**src/hdl/cpu_pkg.sv**
```systemverilog
// Shared ISA definitions for the 8-bit single-cycle core
// Holds opcode, ALU, branch and memory-state enums plus the control and retire structs
// Imported by every RTL block and by the testbench

package cpu_pkg;

    // ==================================================
    // Widths and timing constants
    // ==================================================
    localparam int DATA_W     = 8;                    // Datapath width
    localparam int REG_ADDR_W = 3;                    // Eight registers
    localparam int PC_W       = 32;                   // Byte address of instruction
    localparam int MEM_WAIT   = 2;                    // Busy cycles per data access
    localparam int MEM_DEPTH  = 1 << DATA_W;          // Byte-addressed, full 8-bit range
    localparam int WAIT_CNT_W = $clog2(MEM_WAIT + 1); // Sequencer counter width

    // ==================================================
    // Instruction set
    // ==================================================
    typedef enum logic [7:0] {
        OP_ADD   = 8'h00,   // rd = rs1 + rs2
        OP_SUB   = 8'h01,   // rd = rs1 - rs2
        OP_AND   = 8'h02,
        OP_OR    = 8'h03,
        OP_MOV   = 8'h04,   // rd = rs2
        OP_LOADI = 8'h05,   // rd = imm
        OP_J     = 8'h06,   // Unconditional, offset in dest field
        OP_BEQ   = 8'h07,
        OP_BNE   = 8'h08,
        OP_MULT  = 8'h09,   // Low byte of product
        OP_SL    = 8'h0A,
        OP_SRA   = 8'h0C,   // 0x0B left undefined
        OP_ROR   = 8'h0D,
        OP_LWD   = 8'h0E,   // rd = mem[rs2]
        OP_LWI   = 8'h0F,   // rd = mem[imm]
        OP_SWD   = 8'h10,   // mem[rs2] = rs1
        OP_SWI   = 8'h11    // mem[imm] = rs1
    } opcode_e;

    typedef enum logic [2:0] {
        ALU_FWD = 3'b000,   // Pass operand b
        ALU_ADD = 3'b001,   // Also used for SUB and compare
        ALU_AND = 3'b010,
        ALU_OR  = 3'b011,
        ALU_MUL = 3'b100,
        ALU_SLL = 3'b101,
        ALU_SRA = 3'b110,
        ALU_ROR = 3'b111
    } alu_op_e;

    typedef enum logic [1:0] {
        BR_NONE = 2'b00,    // Sequential pc+4
        BR_JUMP = 2'b01,
        BR_BEQ  = 2'b10,    // Taken on zero
        BR_BNE  = 2'b11     // Taken on non-zero
    } branch_e;

    typedef enum logic [1:0] {
        MEM_IDLE = 2'b00,
        MEM_BUSY = 2'b01,
        MEM_DONE = 2'b10
    } mem_state_e;

    // ==================================================
    // Datapath bundles
    // ==================================================
    typedef struct packed {
        logic    wr_en;     // Register write-back
        logic    alu_src;   // 1 register, 0 immediate
        logic    negate;    // Two's complement operand b
        alu_op_e alu_op;
        branch_e branch;
        logic    mem_read;
        logic    mem_write;
        logic    wb_src;    // 1 memory data, 0 ALU result
    } ctrl_t;

    typedef struct packed {
        logic                  valid;   // One-cycle strobe per write-back
        logic [REG_ADDR_W-1:0] rd;
        logic [DATA_W-1:0]     data;
    } retire_t;

endpackage

```
**src/hdl/alu.sv**
```systemverilog
// 8-bit ALU for the core
// Forward, add, logic, multiply, shift and rotate, selected by alu_op_e
// Zero flag feeds the BEQ and BNE decision in pc_unit

module alu (
    input  cpu_pkg::alu_op_e          op,
    input  logic [cpu_pkg::DATA_W-1:0] a,
    input  logic [cpu_pkg::DATA_W-1:0] b,
    output logic [cpu_pkg::DATA_W-1:0] result,
    output logic                       zero
);
    import cpu_pkg::*;

    logic [2:0]          shamt;                 // Shift and rotate distance
    logic [2*DATA_W-1:0] rot;                   // Doubled operand for rotate

    assign shamt = b[2:0];
    assign rot   = {a, a} >> shamt;

    // ==================================================
    // Operation select
    // ==================================================
    always_comb begin
        unique case (op)
            ALU_FWD: result = b;                // MOV, LOADI, load/store address
            ALU_ADD: result = a + b;            // Carry dropped
            ALU_AND: result = a & b;
            ALU_OR:  result = a | b;
            ALU_MUL: result = a * b;            // Low byte only
            ALU_SLL: result = a << shamt;
            ALU_SRA: result = $signed(a) >>> shamt;   // Sign fill
            ALU_ROR: result = rot[DATA_W-1:0];
            default: result = '0;
        endcase
    end

    assign zero = (result == '0);               // Set on equal compare

endmodule

```
**src/hdl/control_unit.sv**
```systemverilog
// Opcode decoder for the core
// Maps each opcode onto a ctrl_t bundle and turns memory busywait into the core stall
// Purely combinational, one instance in cpu_top

module control_unit (
    input  cpu_pkg::opcode_e opcode,
    input  logic             busywait,
    output cpu_pkg::ctrl_t   ctrl,
    output logic             hold
);
    import cpu_pkg::*;

    assign hold = busywait;                     // Freeze pc and regs during access

    // ==================================================
    // Opcode decode
    // ==================================================
    always_comb begin
        ctrl = '0;                              // No-op for undefined opcodes
        unique case (opcode)
            OP_ADD: begin
                ctrl.wr_en   = 1'b1;
                ctrl.alu_src = 1'b1;            // rs2
                ctrl.alu_op  = ALU_ADD;
            end
            OP_SUB: begin
                ctrl.wr_en   = 1'b1;
                ctrl.alu_src = 1'b1;
                ctrl.negate  = 1'b1;            // a + (-b)
                ctrl.alu_op  = ALU_ADD;
            end
            OP_AND: begin
                ctrl.wr_en   = 1'b1;
                ctrl.alu_src = 1'b1;
                ctrl.alu_op  = ALU_AND;
            end
            OP_OR: begin
                ctrl.wr_en   = 1'b1;
                ctrl.alu_src = 1'b1;
                ctrl.alu_op  = ALU_OR;
            end
            OP_MOV: begin
                ctrl.wr_en   = 1'b1;
                ctrl.alu_src = 1'b1;            // Forward rs2
            end
            OP_LOADI: begin
                ctrl.wr_en   = 1'b1;            // Forward imm
            end
            OP_J: begin
                ctrl.branch  = BR_JUMP;
            end
            OP_BEQ, OP_BNE: begin
                ctrl.alu_src = 1'b1;            // Compare by subtract
                ctrl.negate  = 1'b1;
                ctrl.alu_op  = ALU_ADD;
                ctrl.branch  = (opcode == OP_BEQ) ? BR_BEQ : BR_BNE;
            end
            OP_MULT: begin
                ctrl.wr_en   = 1'b1;
                ctrl.alu_src = 1'b1;
                ctrl.alu_op  = ALU_MUL;
            end
            OP_SL: begin
                ctrl.wr_en   = 1'b1;            // Shift amount from imm
                ctrl.alu_op  = ALU_SLL;
            end
            OP_SRA: begin
                ctrl.wr_en   = 1'b1;
                ctrl.alu_op  = ALU_SRA;
            end
            OP_ROR: begin
                ctrl.wr_en   = 1'b1;
                ctrl.alu_op  = ALU_ROR;
            end
            OP_LWD, OP_LWI: begin
                ctrl.wr_en    = 1'b1;
                ctrl.alu_src  = (opcode == OP_LWD);   // Address from rs2 or imm
                ctrl.mem_read = 1'b1;
                ctrl.wb_src   = 1'b1;           // Load data to rd
            end
            OP_SWD, OP_SWI: begin
                ctrl.alu_src   = (opcode == OP_SWD);
                ctrl.mem_write = 1'b1;          // Store rs1
            end
            default: begin
                ctrl = '0;
            end
        endcase
    end

    // One request kind per access, the sequencer has a single port
    a_rw_excl: assert final (!(ctrl.mem_read && ctrl.mem_write));

endmodule

```
**src/hdl/cpu_top.sv**
```systemverilog
// Top level of the 8-bit single-cycle core
// Splits the fetched instruction word, builds operand and write-back muxes, wires the blocks
// Instruction memory lives outside, driven from pc

module cpu_top (
    input  logic                     clk,
    input  logic                     rst_n,
    input  logic [31:0]              instr,
    output logic [cpu_pkg::PC_W-1:0] pc,
    output cpu_pkg::retire_t         retire
);
    import cpu_pkg::*;

    // ==================================================
    // Instruction fields
    // ==================================================
    opcode_e               opcode;
    logic [7:0]            dest_field;          // rd or branch offset
    logic [REG_ADDR_W-1:0] rs1;
    logic [REG_ADDR_W-1:0] rs2;
    logic [DATA_W-1:0]     imm;

    assign opcode     = opcode_e'(instr[31:24]);  // Unlisted codes decode as no-op
    assign dest_field = instr[23:16];
    assign rs1        = instr[8 +: REG_ADDR_W];
    assign rs2        = instr[0 +: REG_ADDR_W];
    assign imm        = instr[7:0];

    ctrl_t             ctrl;
    logic              hold;
    logic              busywait;
    logic              reg_we;                  // Write enable after stall gating
    logic [DATA_W-1:0] rd_data1;
    logic [DATA_W-1:0] rd_data2;
    logic [DATA_W-1:0] src_b;                   // Register or immediate
    logic [DATA_W-1:0] alu_b;                   // After optional negation
    logic [DATA_W-1:0] alu_result;
    logic              zero;
    logic [DATA_W-1:0] mem_rdata;
    logic [DATA_W-1:0] wb_data;

    control_unit u_ctrl (
        .opcode   (opcode),
        .busywait (busywait),
        .ctrl     (ctrl),
        .hold     (hold)
    );

    // ==================================================
    // Operand path
    // ==================================================
    assign src_b = ctrl.alu_src ? rd_data2 : imm;
    assign alu_b = ctrl.negate ? (~src_b + 1'b1) : src_b;   // SUB and compare
    assign reg_we  = ctrl.wr_en && !hold;
    assign wb_data = ctrl.wb_src ? mem_rdata : alu_result;

    reg_file u_rf (
        .clk      (clk),
        .rst_n    (rst_n),
        .wr_en    (reg_we),
        .wr_addr  (dest_field[REG_ADDR_W-1:0]),
        .wr_data  (wb_data),
        .rd_addr1 (rs1),
        .rd_addr2 (rs2),
        .rd_data1 (rd_data1),
        .rd_data2 (rd_data2)
    );

    alu u_alu (
        .op     (ctrl.alu_op),
        .a      (rd_data1),
        .b      (alu_b),
        .result (alu_result),
        .zero   (zero)
    );

    pc_unit u_pc (
        .clk    (clk),
        .rst_n  (rst_n),
        .branch (ctrl.branch),
        .zero   (zero),
        .offset (dest_field),
        .hold   (hold),
        .pc     (pc)
    );

    data_mem u_dmem (
        .clk        (clk),
        .rst_n      (rst_n),
        .read       (ctrl.mem_read),
        .write      (ctrl.mem_write),
        .address    (alu_result),               // Forwarded rs2 or imm
        .write_data (rd_data1),                 // Store source is rs1
        .read_data  (mem_rdata),
        .busywait   (busywait)
    );

    // Retirement strobe matches the register write edge
    assign retire.valid = reg_we;
    assign retire.rd    = dest_field[REG_ADDR_W-1:0];
    assign retire.data  = wb_data;

endmodule

```
**src/hdl/data_mem.sv**
```systemverilog
// Data memory, 256 bytes with a fixed-latency access sequencer
// A held read or write request raises busywait until the DONE cycle
// Read data is valid and a write commits in DONE

module data_mem (
    input  logic                       clk,
    input  logic                       rst_n,
    input  logic                       read,
    input  logic                       write,
    input  logic [cpu_pkg::DATA_W-1:0] address,
    input  logic [cpu_pkg::DATA_W-1:0] write_data,
    output logic [cpu_pkg::DATA_W-1:0] read_data,
    output logic                       busywait
);
    import cpu_pkg::*;

    mem_state_e            state;
    logic [WAIT_CNT_W-1:0] wait_cnt;            // Cycles spent in BUSY
    logic [DATA_W-1:0]     mem [MEM_DEPTH];
    logic [DATA_W-1:0]     rd_q;                // Captured on entry to DONE
    logic                  req;

    assign req = read || write;

    // Raised in the request cycle already, so the core never advances early
    assign busywait  = (state == MEM_BUSY) || (state == MEM_IDLE && req);
    assign read_data = rd_q;

    // ==================================================
    // Access sequencer
    // ==================================================
    always_ff @(posedge clk or negedge rst_n) begin
        if (!rst_n) begin
            state    <= MEM_IDLE;
            wait_cnt <= '0;
        end else begin
            unique case (state)
                MEM_IDLE: if (req) begin
                    state    <= MEM_BUSY;
                    wait_cnt <= '0;
                end
                MEM_BUSY: if (wait_cnt == WAIT_CNT_W'(MEM_WAIT - 1)) begin
                    state <= MEM_DONE;          // busywait drops here
                end else begin
                    wait_cnt <= wait_cnt + 1'b1;
                end
                default: state <= MEM_IDLE;     // DONE lasts one cycle
            endcase
        end
    end

    // Storage and read capture
    always_ff @(posedge clk or negedge rst_n) begin
        if (!rst_n) begin
            for (int i = 0; i < MEM_DEPTH; i++) begin
                mem[i] <= '0;
            end
        end else if (state == MEM_DONE && write) begin
            mem[address] <= write_data;         // Commit at end of DONE
        end
    end

    always_ff @(posedge clk) begin
        if (state == MEM_BUSY && wait_cnt == WAIT_CNT_W'(MEM_WAIT - 1)) begin
            rd_q <= mem[address];
        end
    end

    a_addr_stable: assert property (
        @(posedge clk) disable iff (!rst_n) (state == MEM_BUSY) |-> $stable(address)
    );

endmodule

```
**src/hdl/pc_unit.sv**
```systemverilog
// Program counter for the core
// Sequential, jump and conditional branch update, frozen while the core stalls
// Branch offset counts words relative to pc+4

module pc_unit (
    input  logic                       clk,
    input  logic                       rst_n,
    input  cpu_pkg::branch_e           branch,
    input  logic                       zero,
    input  logic [7:0]                 offset,
    input  logic                       hold,
    output logic [cpu_pkg::PC_W-1:0]   pc
);
    import cpu_pkg::*;

    logic [PC_W-1:0] pc_plus4;
    logic [PC_W-1:0] target;                    // Branch destination
    logic            taken;

    assign pc_plus4 = pc + PC_W'(4);
    assign target   = pc_plus4 + {{(PC_W-10){offset[7]}}, offset, 2'b00};

    always_comb begin
        unique case (branch)
            BR_JUMP: taken = 1'b1;
            BR_BEQ:  taken = zero;              // rs1 == rs2
            BR_BNE:  taken = !zero;
            default: taken = 1'b0;
        endcase
    end

    // ==================================================
    // PC register
    // ==================================================
    always_ff @(posedge clk or negedge rst_n) begin
        if (!rst_n) begin
            pc <= '0;
        end else if (!hold) begin               // Stall keeps current instruction
            pc <= taken ? target : pc_plus4;
        end
    end

    a_pc_aligned: assert property (
        @(posedge clk) disable iff (!rst_n) pc[1:0] == 2'b00
    );

endmodule

```
**src/hdl/reg_file.sv**
```systemverilog
// Register file, eight 8-bit registers
// Two combinational read ports, one write port on the rising clock edge
// All registers clear on reset

module reg_file (
    input  logic                           clk,
    input  logic                           rst_n,
    input  logic                           wr_en,
    input  logic [cpu_pkg::REG_ADDR_W-1:0] wr_addr,
    input  logic [cpu_pkg::DATA_W-1:0]     wr_data,
    input  logic [cpu_pkg::REG_ADDR_W-1:0] rd_addr1,
    input  logic [cpu_pkg::REG_ADDR_W-1:0] rd_addr2,
    output logic [cpu_pkg::DATA_W-1:0]     rd_data1,
    output logic [cpu_pkg::DATA_W-1:0]     rd_data2
);
    import cpu_pkg::*;

    logic [DATA_W-1:0] regs [1 << REG_ADDR_W];  // r0 is an ordinary register

    // Write port
    always_ff @(posedge clk or negedge rst_n) begin
        if (!rst_n) begin
            for (int i = 0; i < (1 << REG_ADDR_W); i++) begin
                regs[i] <= '0;
            end
        end else if (wr_en) begin
            regs[wr_addr] <= wr_data;           // Gated by hold in top
        end
    end

    // Read ports, no bypass
    assign rd_data1 = regs[rd_addr1];
    assign rd_data2 = regs[rd_addr2];

endmodule

```
**config.mk**
```make
export PLATFORM = sky130hd
export DESIGN_NAME = cpu_top
export DESIGN_NICKNAME = d
export VERILOG_FILES = /design/src/hdl/cpu_pkg.sv /design/src/hdl/alu.sv /design/src/hdl/control_unit.sv /design/src/hdl/cpu_top.sv /design/src/hdl/data_mem.sv /design/src/hdl/pc_unit.sv /design/src/hdl/reg_file.sv
export SDC_FILE = /design/constraint.sdc
export NUM_CORES = 2
export LEC_CHECK = 0
export BUFFER_PORTS_ARGS = -buffer_cell sky130_fd_sc_hd__buf_2
export CAP_MARGIN = 40
export CELL_PAD_IN_SITES_DETAIL_PLACEMENT = 2
export CELL_PAD_IN_SITES_GLOBAL_PLACEMENT = 2
export CORE_MARGIN = 1.5
export CORE_UTILIZATION = 44
export CTS_CLUSTER_DIAMETER = 80
export DETAILED_ROUTE_END_ITERATION = 8
export PLACE_DENSITY_LB_ADDON = 0.1
export SETUP_SLACK_MARGIN = 0.1
export SYNTH_ARGS = -nofsm -noshare
export SYNTH_HDL_FRONTEND = slang
export SYNTH_SLANG_ARGS = --single-unit
```
**constraint.sdc**
```tcl
create_clock -name clk -period 15.5 [get_ports clk]
set_clock_uncertainty 0.2 [all_clocks]
set_input_delay 0.775 -clock clk [delete_from_list [all_inputs] [get_ports clk]]
set_output_delay 0.775 -clock clk [all_outputs]
set_load 0.02 [all_outputs]
```
; ---- Word level (Yosys, flattened, before mapping)
; Index checks and enable logic that the tools add are counted.
[classes]
n_div = 0
n_reduce_logical = 24
eq_ne = 32
n_shift = 3
magnitude_cmp = 6
n_bitwise = 7
n_mul = 1
add_sub_neg = 5
muxes = 35
[op_table]
columns = cell, count
row1 = $bwmux W2048, 1
row2 = $mux W8, 11
row3 = $bmux W8 S8, 1
row4 = $bwmux W64, 1
row5 = $demux W8 S8, 1
row6 = $pmux W8 S8, 1
row7 = $eq A8 B4 Y1 const B, 7
row8 = $bmux W8 S3, 2
row9 = $add A32 B3 Y32 const B, 1
row10 = $add A32 B32 Y32, 1
row11 = $eq A8 B3 Y1 const B, 4
row12 = $mux W32, 1
row13 = $demux W8 S3, 1
row14 = $pmux W3 S7, 1
row15 = $eq A8 B2 Y1 const B, 2
row16 = $eq A8 B5 Y1 const B, 2
row17 = $logic_not A8 Y1, 2
row18 = $shr A16 B3 Y8, 1
row19 = $eq A3 B3 Y1 const B, 4
row20 = $ge A4 B4 Y1 const B, 3
row21 = $not A3 Y4, 3
row22 = $pmux W2 S2, 3
row23 = $reduce_or A12 Y1, 1
row24 = $ge A9 B9 Y1 const B, 1
row25 = other kinds (34), 57
[word_totals]
input_bits = 34
register_bits = 2156
latchBits = 0
mem_count = 0
rom_bits = 0
ramBits = 0

; ---- Depth between registers and ports, before layout
[logic_depth]
word_depth = 16
depth_mapped = 38
ltp_nobuf = 32

; ---- Hierarchy
; Synthesis repeated with hierarchy kept, for this count alone.
[hier_totals]
cells_unflattened = 6953
hier_area_um2 = 103718.2
[by_module_without_submodules]
columns = mod, n_inst, cells_each, area_per_inst_um2
row1 = data_mem, 1, 5832, 93074.3
row2 = pc_unit, 1, 492, 3938.8
row3 = reg_file, 1, 201, 3539.6
row4 = alu, 1, 325, 2413.6
row5 = cpu_top, 1, 55, 446.7
row6 = control_unit, 1, 48, 305.3

; ---- Worst setup path before layout
; No wires, ideal clock.
[synth_timing]
path_kind = input port to flip-flop
from = input instr[27]
to = register u_pc.pc[31] (netlist bit)
arrival_ns = 8.728
cell_stages = 32
n_path_buf = 3
setup_slack_ns = 6.434
cell_sequence = or4_1 > o31a_1 > a21oi_2 > buf_4 > a21oi_1 > nor2_2 > inv_2 > ha_1 > or3_1 > o211ai_4 > buf_2 > nand2_1 > fa_1 > fa_1 > inv_1 > fa_1 > inv_1 > fa_1 > inv_1 > ha_1 > a21oi_1 > xnor2_1 > xnor2_1 > xnor3_1 > xnor3_1 > xnor3_1 > a211oi_2 > nand3_2 > a211o_1 > buf_2 > and3_1 > or4_1
[synth_via]
elab_chain_cells = 13
[synth_rtl]
columns = element, line
row1 = from (decl), cpu_top.sv:8  ; input logic [31:0] instr,
row2 = "$eq A8 B4 Y1, or another cell as far along", control_unit.sv:20  ; unique case (opcode)
row3 = "$reduce_or A8 Y1 (no line), or another cell as far along", -
row4 = $pmux W1 S3, control_unit.sv:20
row5 = $mux W8, cpu_top.sv:52  ; assign src_b = ctrl.alu_src ? rd_data2 : imm;
row6 = $not A8 Y8, cpu_top.sv:53  ; assign alu_b = ctrl.negate ? (~src_b + 1'b1) : src_b;
row7 = $add A8 B1 Y8, cpu_top.sv:53
row8 = $mux W8, cpu_top.sv:53
row9 = "$mul A8 B8 Y8, or another cell as far along", alu.sv:29  ; ALU_MUL: result = a * b;
row10 = $pmux W8 S8, alu.sv:24  ; unique case (op)
row11 = $logic_not A8 Y1, alu.sv:37  ; assign zero = (result == '0);
row12 = $logic_not A1 Y1, pc_unit.sv:27  ; BR_BNE: taken = !zero;
row13 = $pmux W1 S3, pc_unit.sv:24  ; unique case (branch)
row14 = $mux W32, pc_unit.sv:39  ; pc <= taken ? target : pc_plus4;
row15 = to (signal assigned), pc_unit.sv:39
row16 = to (decl), pc_unit.sv:12  ; output logic [cpu_pkg::PC_W-1:0] pc
; Parallel ways exist; a longest one is shown, timed or not.
; A chain may end at the register's enable or synchronous reset.

; ---- Worst setup path after layout
[layout_timing]
from = input instr[24]
to = register u_dmem.rd_q[0], in the netlist u_dmem.read_data[0] (data pin)
[layout_via]
elab_chain_cells = 13
[layout_rtl]
columns = element, line
row1 = "$eq A8 B4 Y1, or another cell as far along", control_unit.sv:20
row2 = "$reduce_or A8 Y1 (no line), or another cell as far along", -
row3 = $pmux W1 S3, control_unit.sv:20
row4 = $mux W8, cpu_top.sv:52
row5 = $not A8 Y8, cpu_top.sv:53
row6 = $add A8 B1 Y8, cpu_top.sv:53
row7 = $mux W8, cpu_top.sv:53
row8 = "$mul A8 B8 Y8, or another cell as far along", alu.sv:29
row9 = $pmux W8 S8 (*), alu.sv:24
row10 = $not A8 Y9 (not written as such) (*), data_mem.sv:65  ; rd_q <= mem[address];
row11 = $bmux W8 S8 (*), data_mem.sv:65
row12 = $mux W8 (not written as such) (*) (2 in a row), data_mem.sv:65
row13 = to (signal assigned), data_mem.sv:65
row14 = to (decl), data_mem.sv:20  ; logic [DATA_W-1:0] rd_q;
; Every way passes the cells marked *; elsewhere a longest branch is shown, timed or not. The select of a mux whose other input is x is not followed.

==> results.tsv <==
metric	value	unit
dr.pass1.iters	5	
portBuffers	70	
cts_tree	built	
final_cell_mix	nand2_1 (3775), o21ai_0 (2167), dfrtp_1 (2146), mux2i_1 (474), nand3_1 (409)	
maxCapViolCount	0	
rrSetupSlack	4.57	ns
mostFrequentLayoutCell	nand2_1	
num_rows	177	
initial_utilization	44.2	%
tightest_slew	1.10	ns
crit_path_start_kind	input pin	
ys_seq_area_share	52.6	%
grt.overflow.total	0	
fin_ws	4.31	ns
timing.rr.start	u_rf.regs[0]$_DFFE_PN0P_	
hold_class	input pin to async pin	
syn_area	103000	µm²
drtIter0Drc	6476	
routedWlPerCell	29.3	µm
dp_slack	3.62	ns
synth.top_cell.area_share	52.4	%
track_usage	35.9	%
cts_inserted_buffers	236	
reg2reg_depth	35	
synthArstFlopShare	99.6	%
finalNetCount	11400	
crit_slowest_cell	nor3b_1	
crit_path_max_fanout	22	
setup_tns	0	ns
hold_violations	0	
ir_drop	0.0925	mV
ys_warn_count	0	
synthTopCellsByArea	dfrtp_1 (52%), nand2_1 (14%), o21ai_0 (11%), mux2i_1 (4.6%), clkbuf_1 (2.3%)	
design.core.area	232000	µm²
grt_max_degree	175	
path_common_cell	fa_1	
ys.flop_type	dfrtp_1	
worstSetupStartpoint	instr[24]	
clk_path_buf_depth	3	
postPlaceCellArea	106000	µm²
cp.arrival	11.73	ns
netlist_instances	11600	
drcViolationCount	0	
io_pins	78	
p_per_area	122	nW/µm²
via_per_inst	6.26	
grt_pass1_wl	645	mm
crit_cells	34	
synth_edf_count	8	
clkTransAtPathRegs	0.06	ns
drv_slew	0	
place_hpwl	261	mm
ant_nets	0	
dieArea	236000	µm²
slew_headroom	26.6	%
post_cts_buffers	0	
grt_pass1_vias	101000	
vias	90700	
worst-setup-path-type	input pin to register	
worstSetupEndpoint	u_dmem.read_data[0]$_DFFE_PP_	
drive_above_1_share	7.61	%
synth_top_area_cell	dfrtp_1	
final_area	114000	µm²
status	complete, no violations	
required	16.04	ns
ys_ff_latch	2154	
finalSetupViolCount	0	
p_total	13.9	mW
cts_root_buf	clkbuf_16	
min_period	11.19	ns
r2r-end	u_dmem.read_data[0]$_DFFE_PP_	
cp.buffers_inverters	8	
clk_latency	0.91	ns
h-tree-depth	4	
leakagePower	48.7	nW
dieHeight	486	µm
die-width	486	µm
fin_crit_sh	72.2	%
max_freq	89.3	MHz
synthDistinctLibCells	93	
rsz0062_at_grt	false	
avgSynthCellArea	8.81	µm²
gp_congestion	0.884	
slowest_delay	0.88	ns
critPathCaptureType	register	
syn_to_final_growth	10.9	%
routed_wl	424	mm
antenna_found_initial	22	
clock_sinks	2154	
whs	0.259	ns
path_delay_family	XOR/XNOR gates	
-- logic make-up (layout without fill, tap and decap cells) --
group                      Yosys count  after routing  share of synthesized area [%]
AOI/OAI and AO/OA                 2980           2980                           16.5
muxes                              571            571                           6.03
and+or+nand+nor                   4736           4736                           18.9
adders and majority gates           79             79                           1.07
xor gates and xnor gates            77             77                          0.732
other                                1              9                        0.00366
DFF                               2154           2154                           52.6
buffers and inverters             1043            843                           4.18
-- how the worst min path moves through the flow --
stage | endpoint
after floorplan | u_dmem.mem[1825]$_DFFE_PN0P_
after global placement | u_dmem.mem[1825]$_DFFE_PN0P_
after detailed placement | u_dmem.mem[491]$_DFFE_PN0P_
after CTS | u_pc.pc[2]$_DFFE_PN0N_
after global routing | u_dmem.mem[1622]$_DFFE_PN0P_
final | u_rf.regs[38]$_DFFE_PN0P_
-- final cells by class --
type                    instances  area, µm²
flip-flops and latches       2154      53900
repair buffers                317       3030
fillers                     24500     118000
inverters                      90        398
clock inverters                78        826
clock buffers                 358       7100
multi-input cells            8445      44600
well taps                    3043       3810
diodes                          7       17.5
-- power breakdown --
part	total [mW]	switching [mW]	internal, mW
sequential	5.78	0.0825	5.70
clock	5.83	2.48	3.35
combinational	2.27	1.70	0.579
-- sequential cells by signal, indices dropped and copies added, names as in the netlist --
signal and flops:
u_dmem.wait_cnt 2, u_dmem.state 2, u_rf.regs 64, u_pc.pc 30, u_dmem.read_data 8, u_dmem.mem 2048
-- synth_stat cells (16+ instances only) --
cell and count:
mux4_2 31, a32oi_1 21, mux2_2 63, dfrtp_1 2146
buf_2 228, o22ai_1 36, a311oi_1 183, nor3_1 42
nand3_1 409, xor2_1 17, nor2_1 148, and2_1 26
o21ai_0 2168, buf_4 18, a21oi_1 171, nand2_1 3776
o311ai_0 16, mux2i_1 474, nand4_1 46, o21ai_1 19
buf_1 62, a22oi_1 19, clkbuf_1 642, and3_1 193
o211ai_1 58, inv_1 82, xnor2_1 54, a31oi_1 55
ha_1 65, o2111ai_1 22, a221oi_1 37
-- per-stage QoR --
stage               utilization (%)  cells
floorplan                         -  11600
detailed placement             45.6  14000
CTS                            49.0  14500
finish                         49.0  14500
global placement               45.2  14000
global route                   49.0  14500
-- timing repair --
action                    4_1_cts  5_1_grt
resized for setup               0        0
hold buffers                    1        0
hold endpoints to repair      132        0
-- metal layers --
layer | global-route usage (%) | wire length (µm) | vias to the layer above
li1 | - | - | 39000
met1 | 45.5 | 176000 | 48200
met2 | 59.4 | 202000 | 2472
met3 | 5.62 | 22200 | 972
met4 | 18.1 | 23200 | 14
met5 | 0 | 106 | -
(Power assumes the default switching activity.)
